`src/hw/dsi_pkg.sv`:
```
// dsi packetizer package with lane types, dsi constants, fsm states, ecc and crc
package dsi_pkg;

  // --------------------------------------------------
  // lane and header field types
  // --------------------------------------------------
  typedef logic [7:0]  lane_byte_t;
  // four lanes side by side, lane 0 in bits 7:0
  typedef logic [31:0] lane_word_t;
  typedef logic [15:0] crc16_t;
  typedef logic [5:0]  data_type_t;
  typedef logic [15:0] word_count_t;
  typedef logic [1:0]  vc_t;
  typedef logic [7:0]  ecc_t;
  // request code on the packet type input
  typedef logic [2:0]  pkt_type_t;

  // request codes
  localparam pkt_type_t PKT_HSS = 3'd1;
  localparam pkt_type_t PKT_VSS = 3'd4;

  // dsi data types
  localparam data_type_t DT_HSYNC_START = 6'h21;
  localparam data_type_t DT_VSYNC_START = 6'h01;
  localparam data_type_t DT_RGB888      = 6'h3E;

  // leader byte on every lane before hs data
  localparam lane_byte_t HS_SYNC_BYTE = 8'hB8;
  localparam crc16_t     CRC_SEED     = 16'hFFFF;

  // --------------------------------------------------
  // fsm states
  // --------------------------------------------------
  typedef enum logic [1:0] {
    SHORT_IDLE,
    SHORT_SYNC,
    SHORT_HEADER
  } short_state_t;

  typedef enum logic [2:0] {
    LONG_IDLE,
    LONG_WAIT_GRANT,
    LONG_HEADER,
    LONG_FILL,
    LONG_PAYLOAD,
    LONG_CRC
  } long_state_t;

  // --------------------------------------------------
  // header ecc, hamming code over {wc, vc, dt}
  // --------------------------------------------------
  function automatic ecc_t ecc_calc(input logic [23:0] d);
    ecc_t e;
    // bits 7:6 are always zero in dsi
    e[7:6] = 2'b00;
    e[5]   = ^{d[23:21], d[19:10]};
    e[4]   = ^{d[23:22], d[20:16], d[9:4]};
    e[3]   = ^{d[23], d[21:19], d[15:13], d[9:7], d[3:1]};
    e[2]   = ^{d[22:20], d[18], d[15], d[12:11], d[9], d[6:5], d[3:2], d[0]};
    e[1]   = ^{d[23:20], d[17], d[14], d[12], d[10], d[8], d[6], d[4:3], d[1:0]};
    e[0]   = ^{d[23:20], d[16], d[13], d[11:10], d[7], d[5:4], d[2:0]};
    return e;
  endfunction

  // --------------------------------------------------
  // crc-16 x^16+x^12+x^5+1, one lane word per call
  // --------------------------------------------------
  function automatic crc16_t crc16_next_d32(input crc16_t crc, input lane_word_t data);
    crc16_t c;
    logic   fb;
    c = crc;
    // lane 0 bit 0 goes in first, lane 3 bit 7 last
    for (int i = 0; i < 32; i++) begin
      fb = c[15] ^ data[i];
      c  = {c[14:0], 1'b0} ^ ({16{fb}} & 16'h1021);
    end
    return c;
  endfunction

endpackage

```
`src/hw/hs_lane_if.sv`:
```
// request/grant lane bus between one packet source and the lane arbiter
`timescale 1ns/100ps

interface hs_lane_if
  import dsi_pkg::*;
();

  // source wants the lanes
  logic       req;
  // word taken at this edge
  logic       gnt;
  // four-lane word on offer
  lane_word_t word;
  // final word of the transmission, frees the lanes
  logic       last;

  modport src (output req, output word, output last, input gnt);

  modport arb (input req, input word, input last, output gnt);

endinterface

```
`src/hw/short_pkt_src.sv`:
```
// short packet source, sends the sync word then an hsync or vsync start header
`timescale 1ns/100ps

module short_pkt_src
  import dsi_pkg::*;
#(
  parameter vc_t VIRTUAL_CHANNEL = 2'd0
) (
  input  logic      I_lcd_clk,
  input  logic      I_rst_n,
  input  logic      tx_packet_flag,
  input  logic      tx_valid_data_flag,
  input  pkt_type_t tx_packet_type,
  hs_lane_if.src    bus,
  output logic      video_arm
);

  short_state_t state;
  data_type_t   dt_q;
  logic         is_hss;
  logic         is_vss;
  logic         accept;
  lane_byte_t   di_byte;
  ecc_t         ecc;

  // --------------------------------------------------
  // request decode
  // --------------------------------------------------
  assign is_hss = (tx_packet_type == PKT_HSS);
  assign is_vss = (tx_packet_type == PKT_VSS);
  // other types and requests while busy are dropped
  assign accept = tx_packet_flag && (state == SHORT_IDLE) && (is_hss || is_vss);

  // data id byte, channel in the top two bits
  assign di_byte = {VIRTUAL_CHANNEL, dt_q};
  // short packet word count is zero
  assign ecc     = ecc_calc({16'h0000, di_byte});

  // --------------------------------------------------
  // fsm
  // --------------------------------------------------
  always_ff @(posedge I_lcd_clk or negedge I_rst_n) begin
    if (!I_rst_n) begin
      state     <= SHORT_IDLE;
      video_arm <= 1'b0;
    end else begin
      // hsync start with a line to follow starts the long source
      video_arm <= accept && is_hss && tx_valid_data_flag;
      case (state)
        SHORT_IDLE: begin
          if (accept) state <= SHORT_SYNC;
        end
        SHORT_SYNC: begin
          if (bus.gnt) state <= SHORT_HEADER;
        end
        SHORT_HEADER: begin
          if (bus.gnt) state <= SHORT_IDLE;
        end
        default: state <= SHORT_IDLE;
      endcase
    end
  end

  // data type held for the header cycle
  always_ff @(posedge I_lcd_clk) begin
    if (accept) dt_q <= is_hss ? DT_HSYNC_START : DT_VSYNC_START;
  end

  // --------------------------------------------------
  // lane bus
  // --------------------------------------------------
  always_comb begin
    bus.req  = 1'b0;
    bus.last = 1'b0;
    bus.word = '0;
    case (state)
      SHORT_SYNC: begin
        bus.req  = 1'b1;
        bus.word = {4{HS_SYNC_BYTE}};
      end
      SHORT_HEADER: begin
        // di on lane 0, ecc on lane 3
        bus.req  = 1'b1;
        bus.last = 1'b1;
        bus.word = {ecc, 8'h00, 8'h00, di_byte};
      end
      default: bus.req = 1'b0;
    endcase
  end

endmodule

```
`src/hw/long_pkt_src.sv`:
```
// long packet source, rgb888 header, zero fill, four-lane payload and crc-16
`timescale 1ns/100ps

module long_pkt_src
  import dsi_pkg::*;
#(
  parameter word_count_t LINE_BYTES      = 16'd5760,
  parameter vc_t         VIRTUAL_CHANNEL = 2'd0
) (
  input  logic       I_lcd_clk,
  input  logic       I_rst_n,
  input  logic       video_arm,
  input  logic       lcd_de,
  input  lane_word_t lcd_word,
  hs_lane_if.src     bus
);

  long_state_t state;
  // word on offer, header then fill, payload or crc
  lane_word_t  word_q;
  crc16_t      crc_q;
  lane_byte_t  di_byte;
  ecc_t        ecc;
  lane_word_t  hdr_word;

  // --------------------------------------------------
  // packet header
  // --------------------------------------------------
  assign di_byte  = {VIRTUAL_CHANNEL, DT_RGB888};
  assign ecc      = ecc_calc({LINE_BYTES, di_byte});
  // di, wc low, wc high, ecc from lane 0 up
  assign hdr_word = {ecc, LINE_BYTES[15:8], LINE_BYTES[7:0], di_byte};

  // --------------------------------------------------
  // fsm
  // --------------------------------------------------
  always_ff @(posedge I_lcd_clk or negedge I_rst_n) begin
    if (!I_rst_n) begin
      state <= LONG_IDLE;
    end else begin
      case (state)
        LONG_IDLE: begin
          if (video_arm) state <= LONG_HEADER;
        end
        // header loaded into word_q this cycle
        LONG_HEADER: state <= LONG_WAIT_GRANT;
        // short packet still owns the lanes
        LONG_WAIT_GRANT: begin
          if (bus.gnt) state <= lcd_de ? LONG_PAYLOAD : LONG_FILL;
        end
        // bus held from here on, payload never stalls
        LONG_FILL: begin
          if (lcd_de) state <= LONG_PAYLOAD;
        end
        LONG_PAYLOAD: begin
          if (!lcd_de) state <= LONG_CRC;
        end
        LONG_CRC: begin
          if (bus.gnt) state <= LONG_IDLE;
        end
        default: state <= LONG_IDLE;
      endcase
    end
  end

  // --------------------------------------------------
  // offered word register
  // --------------------------------------------------
  always_ff @(posedge I_lcd_clk) begin
    case (state)
      LONG_HEADER: word_q <= hdr_word;
      LONG_WAIT_GRANT: begin
        // header taken, next is pixel data or blanking zeros
        if (bus.gnt) word_q <= lcd_de ? lcd_word : '0;
      end
      LONG_FILL: word_q <= lcd_de ? lcd_word : '0;
      LONG_PAYLOAD: begin
        // de fell, crc low byte on lane 0, high byte on lane 1
        word_q <= lcd_de ? lcd_word : {16'h0000, crc_q};
      end
      default: word_q <= word_q;
    endcase
  end

  // --------------------------------------------------
  // payload crc
  // --------------------------------------------------
  always_ff @(posedge I_lcd_clk or negedge I_rst_n) begin
    if (!I_rst_n) begin
      crc_q <= CRC_SEED;
    end else if (lcd_de) begin
      crc_q <= crc16_next_d32(crc_q, lcd_word);
    end else begin
      // reseed between lines
      crc_q <= CRC_SEED;
    end
  end

  // --------------------------------------------------
  // lane bus
  // --------------------------------------------------
  assign bus.req  = (state == LONG_WAIT_GRANT) || (state == LONG_FILL) ||
                    (state == LONG_PAYLOAD) || (state == LONG_CRC);
  assign bus.last = (state == LONG_CRC);
  assign bus.word = word_q;

endmodule

```
`src/hw/hs_lane_arbiter.sv`:
```
// fixed-priority lane arbiter, registers the granted word onto the hs lanes
`timescale 1ns/100ps

module hs_lane_arbiter
  import dsi_pkg::*;
(
  input  logic       I_lcd_clk,
  input  logic       I_rst_n,
  hs_lane_if.arb     short_bus,
  hs_lane_if.arb     long_bus,
  output logic       hs_en,
  output lane_word_t hs_word
);

  // owner flags, held until the owner's last word
  logic own_short;
  logic own_long;
  logic gnt_short;
  logic gnt_long;

  // --------------------------------------------------
  // grant, owner first, then short before long
  // --------------------------------------------------
  always_comb begin
    gnt_short = 1'b0;
    gnt_long  = 1'b0;
    if (own_short) begin
      gnt_short = short_bus.req;
    end else if (own_long) begin
      gnt_long = long_bus.req;
    end else if (short_bus.req) begin
      gnt_short = 1'b1;
    end else begin
      gnt_long = long_bus.req;
    end
  end

  assign short_bus.gnt = gnt_short;
  assign long_bus.gnt  = gnt_long;

  // --------------------------------------------------
  // ownership and lane registers
  // --------------------------------------------------
  always_ff @(posedge I_lcd_clk or negedge I_rst_n) begin
    if (!I_rst_n) begin
      own_short <= 1'b0;
      own_long  <= 1'b0;
      hs_en     <= 1'b0;
      hs_word   <= '0;
    end else begin
      if (gnt_short) own_short <= !short_bus.last;
      if (gnt_long) own_long <= !long_bus.last;
      // lanes idle at zero when nothing is granted
      hs_en   <= gnt_short || gnt_long;
      hs_word <= gnt_short ? short_bus.word :
                 gnt_long  ? long_bus.word  : '0;
    end
  end

endmodule

```
`src/hw/mipi_packetizer.sv`:
```
// dsi four-lane hs packetizer top, short and long packet sources on one lane bus
`timescale 1ns/100ps

module mipi_packetizer
  import dsi_pkg::*;
#(
  parameter word_count_t LINE_BYTES      = 16'd5760,
  parameter vc_t         VIRTUAL_CHANNEL = 2'd0
) (
  input  logic       I_lcd_clk,
  input  logic       I_rst_n,
  input  logic       I_lcd_de,
  input  lane_byte_t I_lcd_rgb_lane0,
  input  lane_byte_t I_lcd_rgb_lane1,
  input  lane_byte_t I_lcd_rgb_lane2,
  input  lane_byte_t I_lcd_rgb_lane3,
  input  pkt_type_t  I_lcd_tx_packet_type,
  input  logic       I_lcd_tx_valid_data_flag,
  input  logic       I_lcd_tx_packet_flag,
  output logic       O_hs_en,
  output lane_byte_t O_hs_rgb_lane0,
  output lane_byte_t O_hs_rgb_lane1,
  output lane_byte_t O_hs_rgb_lane2,
  output lane_byte_t O_hs_rgb_lane3
);

  lane_word_t lcd_word;
  lane_word_t hs_word;
  // hsync start with valid data, starts the video packet
  logic       video_arm;

  hs_lane_if short_bus ();
  hs_lane_if long_bus ();

  // lane 0 in the low byte
  assign lcd_word = {I_lcd_rgb_lane3, I_lcd_rgb_lane2, I_lcd_rgb_lane1, I_lcd_rgb_lane0};

  short_pkt_src #(
    .VIRTUAL_CHANNEL (VIRTUAL_CHANNEL)
  ) u_short_pkt_src (
    .I_lcd_clk          (I_lcd_clk),
    .I_rst_n            (I_rst_n),
    .tx_packet_flag     (I_lcd_tx_packet_flag),
    .tx_valid_data_flag (I_lcd_tx_valid_data_flag),
    .tx_packet_type     (I_lcd_tx_packet_type),
    .bus                (short_bus.src),
    .video_arm          (video_arm)
  );

  long_pkt_src #(
    .LINE_BYTES      (LINE_BYTES),
    .VIRTUAL_CHANNEL (VIRTUAL_CHANNEL)
  ) u_long_pkt_src (
    .I_lcd_clk (I_lcd_clk),
    .I_rst_n   (I_rst_n),
    .video_arm (video_arm),
    .lcd_de    (I_lcd_de),
    .lcd_word  (lcd_word),
    .bus       (long_bus.src)
  );

  hs_lane_arbiter u_hs_lane_arbiter (
    .I_lcd_clk (I_lcd_clk),
    .I_rst_n   (I_rst_n),
    .short_bus (short_bus.arb),
    .long_bus  (long_bus.arb),
    .hs_en     (O_hs_en),
    .hs_word   (hs_word)
  );

  // back out to per-lane bytes
  assign O_hs_rgb_lane0 = hs_word[7:0];
  assign O_hs_rgb_lane1 = hs_word[15:8];
  assign O_hs_rgb_lane2 = hs_word[23:16];
  assign O_hs_rgb_lane3 = hs_word[31:24];

endmodule

```
`config.mk`:
```
export PLATFORM = sky130hd
export DESIGN_NAME = mipi_packetizer
export DESIGN_NICKNAME = d
export VERILOG_FILES = /design/src/hw/dsi_pkg.sv /design/src/hw/hs_lane_if.sv /design/src/hw/short_pkt_src.sv /design/src/hw/long_pkt_src.sv /design/src/hw/hs_lane_arbiter.sv /design/src/hw/mipi_packetizer.sv
export SDC_FILE = /design/constraint.sdc
export NUM_CORES = 1
export LEC_CHECK = 0
export ABC_CLOCK_PERIOD_IN_PS = 3600
export BUFFER_PORTS_ARGS = -buffer_cell sky130_fd_sc_hd__buf_2
export CAP_MARGIN = 20
export CORE_ASPECT_RATIO = 0.8
export CORE_MARGIN = 8
export CORE_UTILIZATION = 52
export CTS_CLUSTER_SIZE = 30
export DETAILED_ROUTE_END_ITERATION = 10
export GPL_TIMING_DRIVEN = 1
export PLACE_DENSITY_LB_ADDON = 0.15
export SKIP_CTS_REPAIR_TIMING = 1
export SLEW_MARGIN = 40
export SYNTH_ARGS = -nofsm -noshare
export SYNTH_HDL_FRONTEND = slang
export SYNTH_HIERARCHICAL = 1
export SYNTH_SLANG_ARGS = --single-unit
```
`constraint.sdc`:
```
create_clock -name I_lcd_clk -period 3.6 [get_ports I_lcd_clk]
set_input_delay 0.18 -clock I_lcd_clk [delete_from_list [all_inputs] [get_ports I_lcd_clk]]
set_output_delay 0.18 -clock I_lcd_clk [all_outputs]
set_load 0.05 [all_outputs]
```
# Word-level counts from Yosys, hierarchy flattened
# Index checks and enable logic that the tools add are counted.
# classes
eq_ne	17
mux	28
n_reduce_logical	23
bitwise	64
# op_table
operator	n
XOR 16 x 13 -> 16 bit	32
two-way mux 32 bit	5
one-hot mux 32 bit (4 select lines)	1
one-hot mux 32 bit (2 select lines)	1
parity 13 bit	3
XOR 1 bit	32
parity 14 bit	2
two-way mux 3 bit	6
one-hot mux 3 bit (6 select lines)	1
two-way mux 16 bit	1
equality test 3 bit, second input constant	3
two-way mux 1 bit	8
!= test 2 x 1 -> 1 bit, second input constant	4
!= test 2 bit, second input constant	4
equality test 3 x 1 -> 1 bit, second input constant	2
equality test 3 x 2 -> 1 bit, second input constant	2
two-way mux 2 bit	3
two-way mux 6 bit	1
one-hot mux 2 bit (3 select lines)	1
logical OR 1 bit	5
AND reduction 5 bit	1
logical AND 1 bit	4
nonzero test 4 bit	1
logical NOT 3 bit	1
other kinds (7)	8
# word_totals
out_inout_bits	33
inputBits	40
word_cells	142
reg_bits	95

# Longest topological paths before layout
# depth
depth_word	65
depth_mapped	9
ltp_nobuf	8

# Cells and area by module
# Netlist, hierarchy kept.
# modules_own_cells
mod	n_inst	seq_area_each_um2	area_each_um2	cells_each
long_pkt_src	1	1456.4	3226.8	219
hs_lane_arbiter	1	875.8	1315.0	84
short_pkt_src	1	105.1	515.5	56

# Least setup slack after synthesis
# No wires, ideal clock.
# synth_timing
path_kind	reg-to-reg
start	register u_short_pkt_src.state[0]
end	register u_long_pkt_src.word_q[0], in the netlist u_long_pkt_src/bus.word[0] (enable)
n_path_buf	1
synth_period_minus_slack_ns	3.540
stages_incl_launch_ff	9
slack_ns	0.060
setup_ns	0.433
arrival_time_ns	3.108
t_required_ns	3.167
path_cell_list	dfrtp_1 inv_1 ha_1 nor2b_2 nor2_4 buf_6 and2_1 nor2_1 o22ai_1
# synth_between
elab_chain_len	8
word_cells_on_any_way	9
cone_classes	3 x eq/ne; 4 x mux; 2 x reduce/logical
# synth_lines
element	line	text
start, declared	short_pkt_src.sv:18	short_state_t state;
start signal, assigned	short_pkt_src.sv:44	state <= SHORT_IDLE;
start signal, assigned	short_pkt_src.sv:51	if (accept) state <= SHORT_SYNC;
start signal, assigned	short_pkt_src.sv:54	if (bus.gnt) state <= SHORT_HEADER;
equality test 2 x 1 -> 1 bit or equality test 2 bit (tied branches)	short_pkt_src.sv:76	case (state)
OR reduction 2 bit (no line) (*)	-	
two-way mux 1 bit (*)	short_pkt_src.sv:76	
via short_bus.req	hs_lane_if.sv:9	logic req;
two-way mux 1 bit (*)	hs_lane_arbiter.sv:31	end else if (short_bus.req) begin
two-way mux 1 bit (*)	hs_lane_arbiter.sv:29	end else if (own_long) begin
two-way mux 1 bit (*)	hs_lane_arbiter.sv:27	if (own_short) begin
via long_bus.gnt	hs_lane_if.sv:11	logic gnt;
!= test 2 x 1 -> 1 bit (no line) (*)	-	
AND reduction 2 bit (no line) (*)	-	
end signal, assigned	long_pkt_src.sv:76	LONG_FILL: word_q <= lcd_de ? lcd_word : '0;
end signal, assigned	long_pkt_src.sv:79	word_q <= lcd_de ? lcd_word : {16'h0000, crc_q};
end signal, assigned	long_pkt_src.sv:81	default: word_q <= word_q;
end, declared	long_pkt_src.sv:20	lane_word_t word_q;
# The timed path passes the listed nets; every way through them passes the cells marked *.
# A chain may end at the register's enable or synchronous reset.

# Worst setup path in the final report
# layout_timing
start	register u_long_pkt_src.crc_q[14]
end	register u_long_pkt_src.crc_q[14]
# layout_between
elab_chain_len	41
# layout_lines
element	line	text
start, declared	long_pkt_src.sv:21	crc16_t crc_q;
start signal, assigned	long_pkt_src.sv:92	crc_q <= crc16_next_d32(crc_q, lcd_word);
XOR 16 x 13 -> 16 bit (*)	dsi_pkg.sv:75	c = {c[14:0], 1'b0} ^ ({16{fb}} & 16'h1021);
XOR 1 bit (*)	dsi_pkg.sv:74	fb = c[15] ^ data[i];
XOR 16 x 13 -> 16 bit (*) (4 in a row)	dsi_pkg.sv:75	
XOR 1 bit	dsi_pkg.sv:74	
XOR 16 x 13 -> 16 bit (*) (4 in a row)	dsi_pkg.sv:75	
XOR 1 bit	dsi_pkg.sv:74	
XOR 16 x 13 -> 16 bit (*) (4 in a row)	dsi_pkg.sv:75	
XOR 1 bit	dsi_pkg.sv:74	
[... 5 more ...]	-	
XOR 16 x 13 -> 16 bit (*) (4 in a row)	dsi_pkg.sv:75	
XOR 1 bit	dsi_pkg.sv:74	
XOR 16 x 13 -> 16 bit (*) (4 in a row)	dsi_pkg.sv:75	
XOR 1 bit	dsi_pkg.sv:74	
XOR 16 x 13 -> 16 bit (*) (4 in a row)	dsi_pkg.sv:75	
XOR 1 bit	dsi_pkg.sv:74	
XOR 16 x 13 -> 16 bit (*) (3 in a row)	dsi_pkg.sv:75	
two-way mux 16 bit (*)	long_pkt_src.sv:91	end else if (lcd_de) begin
# Mark *: on every way between the ends. The rest lies on a longest branch, timed or not.

==> metrics.txt <==
final hold vios 0; CTS Buffer Depth 2; kind of critical path reg2reg; Port Buf Inserts 72; FMAX 378.5 MHz; outcome complete, no violations; Buf/Inv on CP 0; CP startpoint kind register; CTS tree built; DRT Pass-1 Iters 4; Die Y 104.2 µm; Initial Util 52.85%; Final setup viols 0; Layout Nets 466; setup TNS 0 ns; clk slew on worst S/H paths 0.07 ns; synth-to-layout area growth 11.65%; number of global-route vias before repair 3,021; gr ovfl total 0; gr usage total 16.55%; Post-synth ARST share 63.33%; Max-Cap Viols 0; initial antenna violation count 0; Synth Flop Type dfrtp_1; mean routed wirelength per cell 19.02 µm; CP max FO 3; DRT iter0 DRCs 205; via/cell ratio 5.349; minimum clock period after layout 2.642 ns; worst slew pin tran 0.6415 ns; worst clock skew 0.009924 ns; CTS sink cnt 90; DIE WIDTH 126.3 µm; CP arrival 2.91 ns; Syn Std Cell Area 5057 µm²; Hold WC Path Type in2reg; row cnt 32; Tcrit/Tclk final 73.39%; RePlAce Congestion 0.8617; final worst slack 0.9579 ns; DP Worst Slack 0.9693 ns; Slew Viols, Final 0; Syn. warnings 6; core box area 9569 µm²; reg2reg path depth 6; DP HPWL 7.691 mm; Mapped Cells 359; post-route ant nets 0; io pins 73; Diodes inserted 0; Avg Inst Size Synth 14.09 µm²; first-pass GRT wire length 16.59 mm; hold path depth 2; vias 2,910; RSZ-0062 raised after global routing false; CP top delay family XOR/XNOR gates; synthesized flop and latch total 90; area of the die 13,160 µm²; Seq/Total Area, Yosys 48.19%; slowest CP cell dfstp_2; H-Tree Depth 3; pin count of the biggest net entering global routing 35; Crit path largest cell delay 0.56 ns; CTS buffer count 9; Setup crit end kind register; DRC violations left 0; CP Depth 6; critical path data required time 3.87 ns; Root Driver clkbuf_16; Routed WL 10.35 mm; worst relative slew slack 57.23%; layout cells sized above 1 31.76%; Unique masters post-synth 45; CP Cell Sequence xor3_1 -> xnor3_1 -> xor3_2 -> xnor2_4 -> xnor2_1 -> mux2_4; Worst-Skew Late Latency 0.34 ns; EDFF count, synth 33
layout by cell type (no fill, tap or decap), drive strengths merged, types with 10 or more instances in the layout:
cell,Yosys,layout
a22o,42,42
xnor3,24,24
edfxtp,33,33
nand2,14,14
buf,34,78
and2,10,10
nor2,15,15
dfrtp,41,41
clkbuf,6,10
dfstp,16,16
xnor2,41,41
xor2,17,17
conb,1,12
final cells by class:
type | count | area (µm²)
clock buffer | 10 | 229.0
clock inverter | 6 | 48.80
fill | 782 | 3923
inverter | 6 | 22.52
multi-input combinational | 234 | 2345
sequential | 90 | 2437
tap | 119 | 148.9
timing repair buffer | 79 | 415.4
synth_stat cells, drive strengths merged (8+ instances only):
cell     n  area share [%]
nor2    15             1.3
xnor3   24              11
nand2   14             1.0
a22o    42             7.3
and2    10             1.2
a21o     8             1.2
dfstp   16             8.3
xnor2   41             8.7
xor2    17             2.9
dfrtp   41              20
buf     34             5.5
edfxtp  33              20
metrics by stage:
| step | std cells | hold WS [ns] | area (µm²) | util [%] |
|---|---|---|---|---|
| finish | 544 | 0.1416 | 5647 | 59.01 |
| global route | 544 | 0.1330 | 5647 | 59.01 |
| CTS | 543 | -0.1275 | 5637 | 58.90 |
| detailed placement | 527 | 0.2445 | 5359 | 56.00 |
| global placement | 527 | 0.2395 | 5359 | 56.00 |
| floorplan | 370 | -0.1156 | 5099 | - |
cells by family (layout without fill, tap and decap cells):
kind of cell | count (synthesis) | count (layout) | share of synthesized area, %
flops | 90 | 90 | 48.19
simple gates | 53 | 53 | 5.666
compound gates | 69 | 69 | 11.53
other cells | 1 | 12 | 0.07415
fa+ha+maj | 6 | 6 | 1.484
buf+inv | 46 | 101 | 6.383
xor+xnor | 88 | 88 | 25.16
mux | 6 | 6 | 1.509
worst register-to-register path: stages, from the launching register on:
cell,delay (ns)
dfstp_2,0.56
xor3_1,0.41
xnor3_1,0.24
xor3_2,0.51
xnor2_4,0.18
xnor2_1,0.34
mux2_4,0.33
sequential cells by signal, summed over array words and instances, names as in the netlist:
signal                       cells
u_long_pkt_src/state             3
u_short_pkt_src/dt_q             1
u_hs_lane_arbiter/own_short      1
u_hs_lane_arbiter/hs_en          1
u_hs_lane_arbiter/own_long       1
u_short_pkt_src/video_arm        1
u_short_pkt_src/state            2
u_long_pkt_src/crc_q            16
u_long_pkt_src/bus.word         32
u_hs_lane_arbiter/hs_word       32
final timing paths:
| path | startpoint | to | slack, ns |
|---|---|---|---|
| min in group asynchronous | I_rst_n | u_hs_lane_arbiter/hs_word[0] | 0.39 |
| setup reg to reg | u_long_pkt_src/crc_q[14] | u_long_pkt_src/crc_q[14] | 0.96 |
| setup / recovery | u_long_pkt_src/crc_q[14] | u_long_pkt_src/crc_q[14] | 0.96 |
| hold reg to reg | u_long_pkt_src/bus.word[9] | u_hs_lane_arbiter/hs_word[9] | 0.46 |
| hold / removal | I_lcd_rgb_lane2[4] | u_long_pkt_src/bus.word[20] | 0.14 |
| max in group asynchronous | I_rst_n | u_long_pkt_src/crc_q[11] | 2.33 |
layer usage:
layer,part of all wire [%],global-route usage (%),up-vias
li1,-,-,1354
met5,0,0,-
met4,0.92,4.713,0
met1,48,22.11,1476
met2,46,25.28,72
met3,5.3,5.328,8
Power is not shown: default switching activity piles up to over one toggle a cycle in this logic, so the estimate is an artifact.
